==> config.mk <==
export PLATFORM = sky130hd
export DESIGN_NAME = cpuCore
export DESIGN_NICKNAME = d
export VERILOG_FILES = /design/src/opcodes.sv /design/src/stageTypes.sv /design/src/cpuCore.sv /design/src/execute.sv /design/src/control.sv /design/src/busFetch.sv /design/src/handoff.sv
export SDC_FILE = /design/constraint.sdc
export NUM_CORES = 1
export LEC_CHECK = 0
export BUFFER_PORTS_ARGS = -buffer_cell sky130_fd_sc_hd__buf_2
export CAP_MARGIN = 40
export CORE_ASPECT_RATIO = 0.9
export CORE_MARGIN = 2
export CORE_UTILIZATION = 60
export CTS_CLUSTER_SIZE = 30
export DETAILED_ROUTE_END_ITERATION = 12
export PLACE_DENSITY = 0.86
export SETUP_SLACK_MARGIN = 0.02
export SLEW_MARGIN = 20
export SYNTH_ARGS = -nofsm -noshare
export SYNTH_HDL_FRONTEND = slang
export SYNTH_SLANG_ARGS = --single-unit
==> constraint.sdc <==
create_clock -name Clock -period 7.2 [get_ports Clock]
set_input_delay 0.72 -clock Clock [delete_from_list [all_inputs] [get_ports Clock]]
set_output_delay 0.72 -clock Clock [all_outputs]
set_load 0.05 [all_outputs]
==> src/opcodes.sv <==
package opcodes;

   localparam int instrWidth = 16;   // Instruction and data word width

   // Major opcode in the top six bits of the word
   typedef enum logic [5:0] {
      NOP  = 6'h00,
      ADD  = 6'h01,
      ADDI = 6'h02,
      ADC  = 6'h03,
      ADCI = 6'h04,
      SUB  = 6'h05,
      AND  = 6'h06,
      XOR  = 6'h07
   } opcode_t;

   typedef enum logic [2:0] {
      FnNOP = 3'd0,
      FnADD = 3'd1,
      FnADC = 3'd2,   // Add with stored carry
      FnSUB = 3'd3,
      FnAND = 3'd4,
      FnXOR = 3'd5
   } aluFunction_t;

   // Word layout from the MSB down
   typedef struct packed {
      opcode_t    op;
      logic [2:0] rd;    // Destination and first operand
      logic [2:0] rs;    // Second operand register
      logic [3:0] imm;   // Zero extended for immediate forms
   } instr_t;

   typedef struct packed {
      logic Z;
      logic N;
      logic C;   // Carry out, or no borrow on SUB
      logic V;
   } flags_t;

endpackage
==> src/stageTypes.sv <==
package stageTypes;

   // Pad side of the multiplexed system bus
   typedef struct packed {
      logic [opcodes::instrWidth-1:0] SysBusOut;
      logic                           SysBusOe;   // Core drives the bus
      logic                           ALE;
      logic                           nME;
      logic                           nOE;
   } busPads_t;

   typedef struct packed {
      logic [opcodes::instrWidth-1:0] instr;
      logic [opcodes::instrWidth-1:0] addr;   // Fetch address of the word
   } fetchWord_t;

   typedef struct packed {
      opcodes::aluFunction_t aluFn;
      logic [2:0]            rd;
      logic [2:0]            rs;
      logic [3:0]            imm;
      logic                  Op2Sel;   // 1 selects the immediate
      logic                  WbEn;
   } decoded_t;

   typedef struct packed {
      logic [2:0]                     addr;
      logic [opcodes::instrWidth-1:0] data;
      opcodes::flags_t                flags;
   } writeBack_t;

endpackage

==> src/cpuCore.sv <==
`timescale 1ns/1ps

module cpuCore #(
   parameter int AddrWidth = 8
) (
   input  logic                   Clock,
   input  logic                   nReset,
   input  logic                   Rdy,
   input  logic [15:0]            SysBusIn,
   output stageTypes::busPads_t   Pads,
   output logic                   WbValid,
   output stageTypes::writeBack_t Wb
);

   logic                   fetchLoad;
   logic                   fetchFull;
   logic                   fetchReq;
   logic                   fetchAck;
   stageTypes::fetchWord_t fetchIn;
   stageTypes::fetchWord_t fetchOut;
   logic                   decLoad;
   logic                   decFull;
   logic                   decReq;
   logic                   decAck;
   stageTypes::decoded_t   decIn;
   stageTypes::decoded_t   decOut;

   busFetch #(.AddrWidth(AddrWidth)) fetch (
      .Clock(Clock), .nReset(nReset), .Rdy(Rdy), .SysBusIn(SysBusIn), .Pads(Pads),
      .Full(fetchFull), .Load(fetchLoad), .Word(fetchIn)
   );

   handoff #(.Payload(stageTypes::fetchWord_t)) fetchQ (
      .Clock(Clock), .nReset(nReset), .Load(fetchLoad), .Data(fetchIn),
      .Full(fetchFull), .Req(fetchReq), .Ack(fetchAck), .Out(fetchOut)
   );

   control decode (
      .Clock(Clock), .nReset(nReset), .InReq(fetchReq), .InAck(fetchAck), .In(fetchOut),
      .Full(decFull), .Load(decLoad), .Decoded(decIn)
   );

   handoff #(.Payload(stageTypes::decoded_t)) decodeQ (
      .Clock(Clock), .nReset(nReset), .Load(decLoad), .Data(decIn),
      .Full(decFull), .Req(decReq), .Ack(decAck), .Out(decOut)
   );

   execute exec (
      .Clock(Clock), .nReset(nReset), .InReq(decReq), .InAck(decAck), .In(decOut),
      .WbValid(WbValid), .Wb(Wb)
   );

endmodule

==> src/execute.sv <==
`timescale 1ns/1ps

module execute (
   input  logic                   Clock,
   input  logic                   nReset,
   input  logic                   InReq,
   output logic                   InAck,
   input  stageTypes::decoded_t   In,
   output logic                   WbValid,
   output stageTypes::writeBack_t Wb
);

   localparam int W = opcodes::instrWidth;

   logic [W-1:0]         regs [8];
   opcodes::flags_t      flags;
   opcodes::flags_t      newFlags;
   stageTypes::decoded_t cur;
   logic                 retire;   // Cycle after capture
   logic                 accept;
   logic [W-1:0]         op1;
   logic [W-1:0]         op2;
   logic [W:0]           sum;      // Carry or borrow in the top bit

   assign accept = InReq && !InAck && !retire;

   always_ff @(posedge Clock or negedge nReset) begin
      if (!nReset) begin
         InAck  <= 1'b0;
         retire <= 1'b0;
      end else begin
         retire <= accept;
         if (accept) InAck <= 1'b1;
         else if (InAck && !InReq) InAck <= 1'b0;
      end
   end

   always_ff @(posedge Clock) begin
      if (accept) cur <= In;
   end

   assign op1 = regs[cur.rd];
   assign op2 = cur.Op2Sel ? W'(cur.imm) : regs[cur.rs];

   always_comb begin
      sum      = {1'b0, op1};
      case (cur.aluFn)
         opcodes::FnADD : sum = {1'b0, op1} + {1'b0, op2};
         opcodes::FnADC : sum = {1'b0, op1} + {1'b0, op2} + (W+1)'(flags.C);
         opcodes::FnSUB : sum = {1'b0, op1} - {1'b0, op2};
         opcodes::FnAND : sum = {1'b0, op1 & op2};
         opcodes::FnXOR : sum = {1'b0, op1 ^ op2};
         default        : ;
      endcase
      newFlags.Z = (sum[W-1:0] == '0);
      newFlags.N = sum[W-1];
      case (cur.aluFn)
         opcodes::FnADD, opcodes::FnADC : begin
            newFlags.C = sum[W];
            newFlags.V = (op1[W-1] == op2[W-1]) && (sum[W-1] != op1[W-1]);
         end
         opcodes::FnSUB : begin
            newFlags.C = !sum[W];   // Set when no borrow
            newFlags.V = (op1[W-1] != op2[W-1]) && (sum[W-1] != op1[W-1]);
         end
         default : begin
            newFlags.C = 1'b0;
            newFlags.V = 1'b0;
         end
      endcase
   end

   assign WbValid    = retire && cur.WbEn;
   assign Wb.addr    = cur.rd;
   assign Wb.data    = sum[W-1:0];
   assign Wb.flags   = newFlags;

   always_ff @(posedge Clock or negedge nReset) begin
      if (!nReset) begin
         flags <= '0;
         for (int i = 0; i < 8; i++) regs[i] <= '0;
      end else if (WbValid) begin
         flags         <= newFlags;
         regs[cur.rd]  <= sum[W-1:0];
      end
   end

endmodule

==> src/control.sv <==
`timescale 1ns/1ps

module control (
   input  logic                   Clock,
   input  logic                   nReset,
   input  logic                   InReq,
   output logic                   InAck,
   input  stageTypes::fetchWord_t In,
   input  logic                   Full,
   output logic                   Load,
   output stageTypes::decoded_t   Decoded
);

   opcodes::instr_t word;
   logic            pending;   // Decoded word not yet in decodeQ
   logic            accept;

   assign accept = InReq && !InAck && !pending;
   assign Load   = pending && !Full;

   always_ff @(posedge Clock or negedge nReset) begin
      if (!nReset) begin
         InAck   <= 1'b0;
         pending <= 1'b0;
      end else begin
         if (accept) begin
            InAck   <= 1'b1;
            pending <= 1'b1;
         end else if (InAck && !InReq) begin
            InAck <= 1'b0;   // Four-phase return to zero
         end
         if (Load) pending <= 1'b0;
      end
   end

   always_ff @(posedge Clock) begin
      if (accept) word <= opcodes::instr_t'(In.instr);
   end

   always_comb begin
      Decoded.rd     = word.rd;
      Decoded.rs     = word.rs;
      Decoded.imm    = word.imm;
      Decoded.aluFn  = opcodes::FnNOP;
      Decoded.Op2Sel = 1'b0;
      Decoded.WbEn   = 1'b1;
      case (word.op)
         opcodes::ADD  : Decoded.aluFn = opcodes::FnADD;
         opcodes::ADDI : begin
            Decoded.aluFn  = opcodes::FnADD;
            Decoded.Op2Sel = 1'b1;
         end
         opcodes::ADC  : Decoded.aluFn = opcodes::FnADC;
         opcodes::ADCI : begin
            Decoded.aluFn  = opcodes::FnADC;
            Decoded.Op2Sel = 1'b1;
         end
         opcodes::SUB  : Decoded.aluFn = opcodes::FnSUB;
         opcodes::AND  : Decoded.aluFn = opcodes::FnAND;
         opcodes::XOR  : Decoded.aluFn = opcodes::FnXOR;
         default       : Decoded.WbEn  = 1'b0;   // NOP and unused codes
      endcase
   end

endmodule

==> src/busFetch.sv <==
`timescale 1ns/1ps

module busFetch #(
   parameter int AddrWidth = 8
) (
   input  logic                  Clock,
   input  logic                  nReset,
   input  logic                  Rdy,
   input  logic [15:0]           SysBusIn,
   output stageTypes::busPads_t  Pads,
   input  logic                  Full,
   output logic                  Load,
   output stageTypes::fetchWord_t Word
);

   typedef enum logic [2:0] {
      idle,
      latch1,
      latch2,
      latch3,
      latch4,
      irGet
   } fetchSub_t;

   fetchSub_t            fetchSub;
   logic [AddrWidth-1:0] pc;
   logic [15:0]          wordReg;
   logic                 held;     // Fetched word waiting for fetchQ
   logic                 ENB;      // Input pad enable
   logic [15:0]          busIn;

   assign ENB   = (fetchSub == latch3) || (fetchSub == latch4) || (fetchSub == irGet);
   assign busIn = ENB ? SysBusIn : '0;

   // Hand the word over from idle once fetchQ has room
   assign Load = (fetchSub == idle) && held && !Full;

   always_ff @(posedge Clock or negedge nReset) begin
      if (!nReset) begin
         fetchSub <= idle;
         pc       <= '0;
         held     <= 1'b0;
      end else begin
         case (fetchSub)
            idle   : if (!held || !Full) fetchSub <= latch1;
            latch1 : fetchSub <= latch2;
            latch2 : fetchSub <= latch3;
            latch3 : fetchSub <= latch4;
            latch4 : fetchSub <= irGet;
            irGet  : if (Rdy) fetchSub <= idle;   // Memory wait
            default: fetchSub <= idle;
         endcase
         if (fetchSub == irGet && Rdy) held <= 1'b1;
         if (Load) begin
            held <= 1'b0;
            pc   <= pc + 1'b1;
         end
      end
   end

   always_ff @(posedge Clock) begin
      if (fetchSub == irGet && Rdy) wordReg <= busIn;
   end

   assign Word.instr = wordReg;
   assign Word.addr  = 16'(pc);

   always_comb begin
      Pads.SysBusOut = '0;
      Pads.SysBusOe  = 1'b0;
      Pads.ALE       = 1'b0;
      Pads.nME       = 1'b1;
      Pads.nOE       = 1'b1;
      case (fetchSub)
         latch1 : begin
            Pads.nME       = 1'b0;
            Pads.ALE       = 1'b1;   // Address latch
            Pads.SysBusOe  = 1'b1;
            Pads.SysBusOut = 16'(pc);
         end
         latch2 : begin
            Pads.nME       = 1'b0;
            Pads.SysBusOe  = 1'b1;   // Address hold
            Pads.SysBusOut = 16'(pc);
         end
         latch3, latch4, irGet : begin
            Pads.nME = 1'b0;
            Pads.nOE = 1'b0;         // Memory drives the bus
         end
         default : ;
      endcase
   end

endmodule

==> src/handoff.sv <==
`timescale 1ns/1ps

module handoff #(
   parameter type Payload = logic
) (
   input  logic   Clock,
   input  logic   nReset,
   input  logic   Load,
   input  Payload Data,
   output logic   Full,
   output logic   Req,
   input  logic   Ack,
   output Payload Out
);

   typedef enum logic [1:0] {
      empty,
      offered,    // Req high until Ack rises
      draining    // Req low until Ack falls
   } phase_t;

   phase_t phase;
   Payload held;

   always_ff @(posedge Clock or negedge nReset) begin
      if (!nReset) begin
         phase <= empty;
      end else begin
         case (phase)
            empty    : if (Load) phase <= offered;
            offered  : if (Ack) phase <= draining;
            draining : if (!Ack) phase <= empty;
            default  : phase <= empty;
         endcase
      end
   end

   always_ff @(posedge Clock) begin
      if (Load && phase == empty) held <= Data;
   end

   assign Full = (phase != empty);   // Back-pressure to the producer
   assign Req  = (phase == offered);
   assign Out  = held;

endmodule

==> run summary <==
- Peak Freq: 144 MHz
- total DRC errors in the routed layout: 0
- minimum hold slack: 0.216 ns
- Final setup violation count: 0
- Gate Count Post-Synth: 1204
- top cells by area, synth: dfrtp_1 28%, edfxtp_1 17%, mux2_2 9.9%
- share of flip-flops with an asynchronous set or reset: 0.656
- clock transition at the registers of the reported paths: 0.06 ns
- final wirelength: 37300 µm
- leading cell type by number of instances after synthesis: dfrtp_1
- H-tree Lvls: 1
- # IOs: 63
- height of the die: 146 µm
- count of distinct cell types in the synthesized netlist: 82
- buffers added on ports: 54
- clock skew after layout: 0.0118 ns
- number of nets still failing antenna checks after routing: 0
- max-slew violation total from the final report: 0
- area share of the largest cell type after synthesis: 0.278
- max-cap violations: 0
- insertion delay to the later sink of the worst-skew pair: 0.53 ns
- mean instance size in the synthesized netlist: 11.1 µm²
- most frequent cells after synthesis: 149 x dfrtp_1, 118 x mux2_2, 93 x nand2_1
- Critical Path RT: 6.48 ns
- worst reg2reg setup slack: 1.45 ns
- Total Die Area: 23600 µm²
- post-route setup TNS: 0 ns
- endpoints failing hold: 0
- setup repair after global routing missed its margin: no
- NumNets Final: 1314
- clk buf depth: 3
- total iterations of the first detailed-routing run: 9
- placer's final routability congestion estimate: 0.939
- Core Box Area: 21800 µm²
- arrival time reported for the critical path endpoint: 6.22 ns
- overflow left after global routing: 0
- worst-margin pin slew: 0.955 ns
- number of violations reported at the end of detailed-routing iteration 0: 1534
- CP endpoint kind: output pin
- clock buffer count from CTS: 23
- Synth Warn #: 0
- count of flip-flops with a built-in enable after synthesis: 78
- CTS tree: done
- routed len/inst: 23.8 µm
- initial standard-cell utilization of the core: 0.616
- number of vias per cell: 6.80
- P&R area growth vs syn: 11.5%
- DIE WIDTH: 162 µm
- most used flip-flop cell after synthesis: dfrtp_1
- wire length of the first global-routing pass: 58100 µm
- portion of the clock cycle consumed by the worst path in the final layout: 0.964
- largest net degree at the start of global routing: 75
- Antenna Cells: 0
- antenna violations before repair: 0
- path class of the lowest-slack min-delay path: in2async
- cts hold-fix bufs: 0
- number of storage elements in the synthesis netlist: 227
- clock root buffer: clkbuf_16
- relative max-transition margin: 0.361
- clock net sink count: 227
- register area share after synthesis: 0.453
- synthesized cell area: 13400 µm²
- post-detail-place hpwl: 25800 µm
- row count: 51
- vias: 10600
- Worst Path Class, Setup: reg2out
- number of filler cells placed in the layout: 1447
- final critical delay including setup and external delays: 6.94 ns
- via count of the first global-routing pass: 10400
- crit start category: flip-flop
- Synth area leader: dfrtp_1
- Critical Path Fanout Max: 18
- global-route usage over all layers: 0.315
- outcome: completed
- share of final-layout standard cells stronger than drive strength 1: 0.256
## placed cells by master (no fill, tap or decap), types with 5 or more instances in the layout
cell,instances
mux2_2,118
buf_4,38
nor2_1,80
and2_1,31
a21oi_1,69
a41oi_1,5
a31oi_1,8
nor4_1,8
o21ai_0,50
ha_1,32
mux4_2,46
nand2_1,93
buf_8,6
nor2b_1,12
o211ai_1,12
a211oi_1,10
a21o_1,18
xnor2_1,24
o21a_1,8
or3_1,6
clkbuf_1,5
clkinv_1,5
nand3_1,21
a22oi_1,8
mux2i_1,21
nand4_1,6
o31ai_1,8
dfrtp_1,149
conb_1,8
edfxtp_1,78
inv_1,44
nor3_1,13
clkbuf_16,23
a221oi_1,8
buf_2,54
nand2b_1,25
and3_1,5
xor2_1,10
## final timing paths
| path | from | endpoint | cells past startpoint |
|---|---|---|---|
| min reg2reg | fetch.wordReg[5] | fetchQ.Out[21] | 0 |
| max | exec.Wb[21] | Wb[3] | 17 |
| max in group asynchronous | nReset | exec.regs[100] | 3 |
| max reg2reg | exec.Wb[21] | exec.regs[111] | 18 |
| min in group Clock | fetch.wordReg[5] | fetchQ.Out[21] | 0 |
| min | nReset | exec.regs[111] | 1 |
## cell type report
class	instances	area, µm²	area share
timing repair buffer	104	721	0.0482
sequential	227	6070	0.406
clock inverter	7	81.3	0.00544
multi-input combinational	854	6880	0.460
clock buffer	32	649	0.0435
inverter	48	180	0.0121
tap	291	364	0.0244
## state kept, by name, indices dropped and copies added, names as in the netlist
signal and flops:
decode.InAck 1, exec.InAck 1, decode.pending 1, fetch.wordReg 16, exec.Wb 3, decode.word 6, decodeQ.Out 15, decodeQ.phase 2
exec.flags 1, exec.cur 12, fetchQ.phase 2, fetchQ.Out 16, exec.regs 128, exec.retire 1, fetch.held 1, fetch.pc 8
decode.Decoded 10, fetch.fetchSub 3
## logic make-up (layout without fill, tap and decap cells)
logic type	Yosys count	in the layout	share of synthesized area
simple gates	330	330	0.123
compound gates	259	259	0.131
flops	227	227	0.453
mux	185	185	0.192
buf+inv	130	191	0.0415
fa+ha+maj	37	37	0.0357
xor+xnor	35	35	0.0234
other cells	1	8	0.000280
## what timing repair did
item                       4_1_cts  5_1_grt
pin swaps                        0        1
setup endpoints to repair        1        4
buffers inserted                 2        3
gates resized for setup          0        6
## per-layer routing
metal  part of all wire  up-vias  global-route usage
met5                  0        -                   0
met4              0.052        0               0.151
met3               0.12      173              0.0687
met2               0.45      766               0.480
met1               0.38     5145               0.434
li1                   -     4551                   -
## through the flow
step                instance area [µm²]  std cells   util  setup WS [ns]
finish                            14900       1563  0.687          0.260
global route                      14900       1563  0.687         0.0175
CTS                               14900       1559  0.684          0.115
detailed placement                14100       1518  0.650          0.543
global placement                  14000       1507  0.643          0.710
floorplan                         13400       1211      -         0.0184
## critical path, cell delays in order (launching register included)
cell,delay [ns]
edfxtp_1,0.46
buf_4,0.34
mux4_2,0.56
nand2_1,0.10
nand2_1,0.15
ha_1,0.52
inv_1,0.19
a21oi_1,0.48
nand2_1,0.17
xnor2_1,0.54
nand2_1,0.12
a211oi_1,0.28
a21oi_1,0.11
buf_4,0.18
or4_1,0.52
or4_4,0.46
nor4_4,0.21
buf_2,0.30
Power is not shown: default switching activity piles up to over one toggle a cycle in this logic, so the estimate is an artifact.
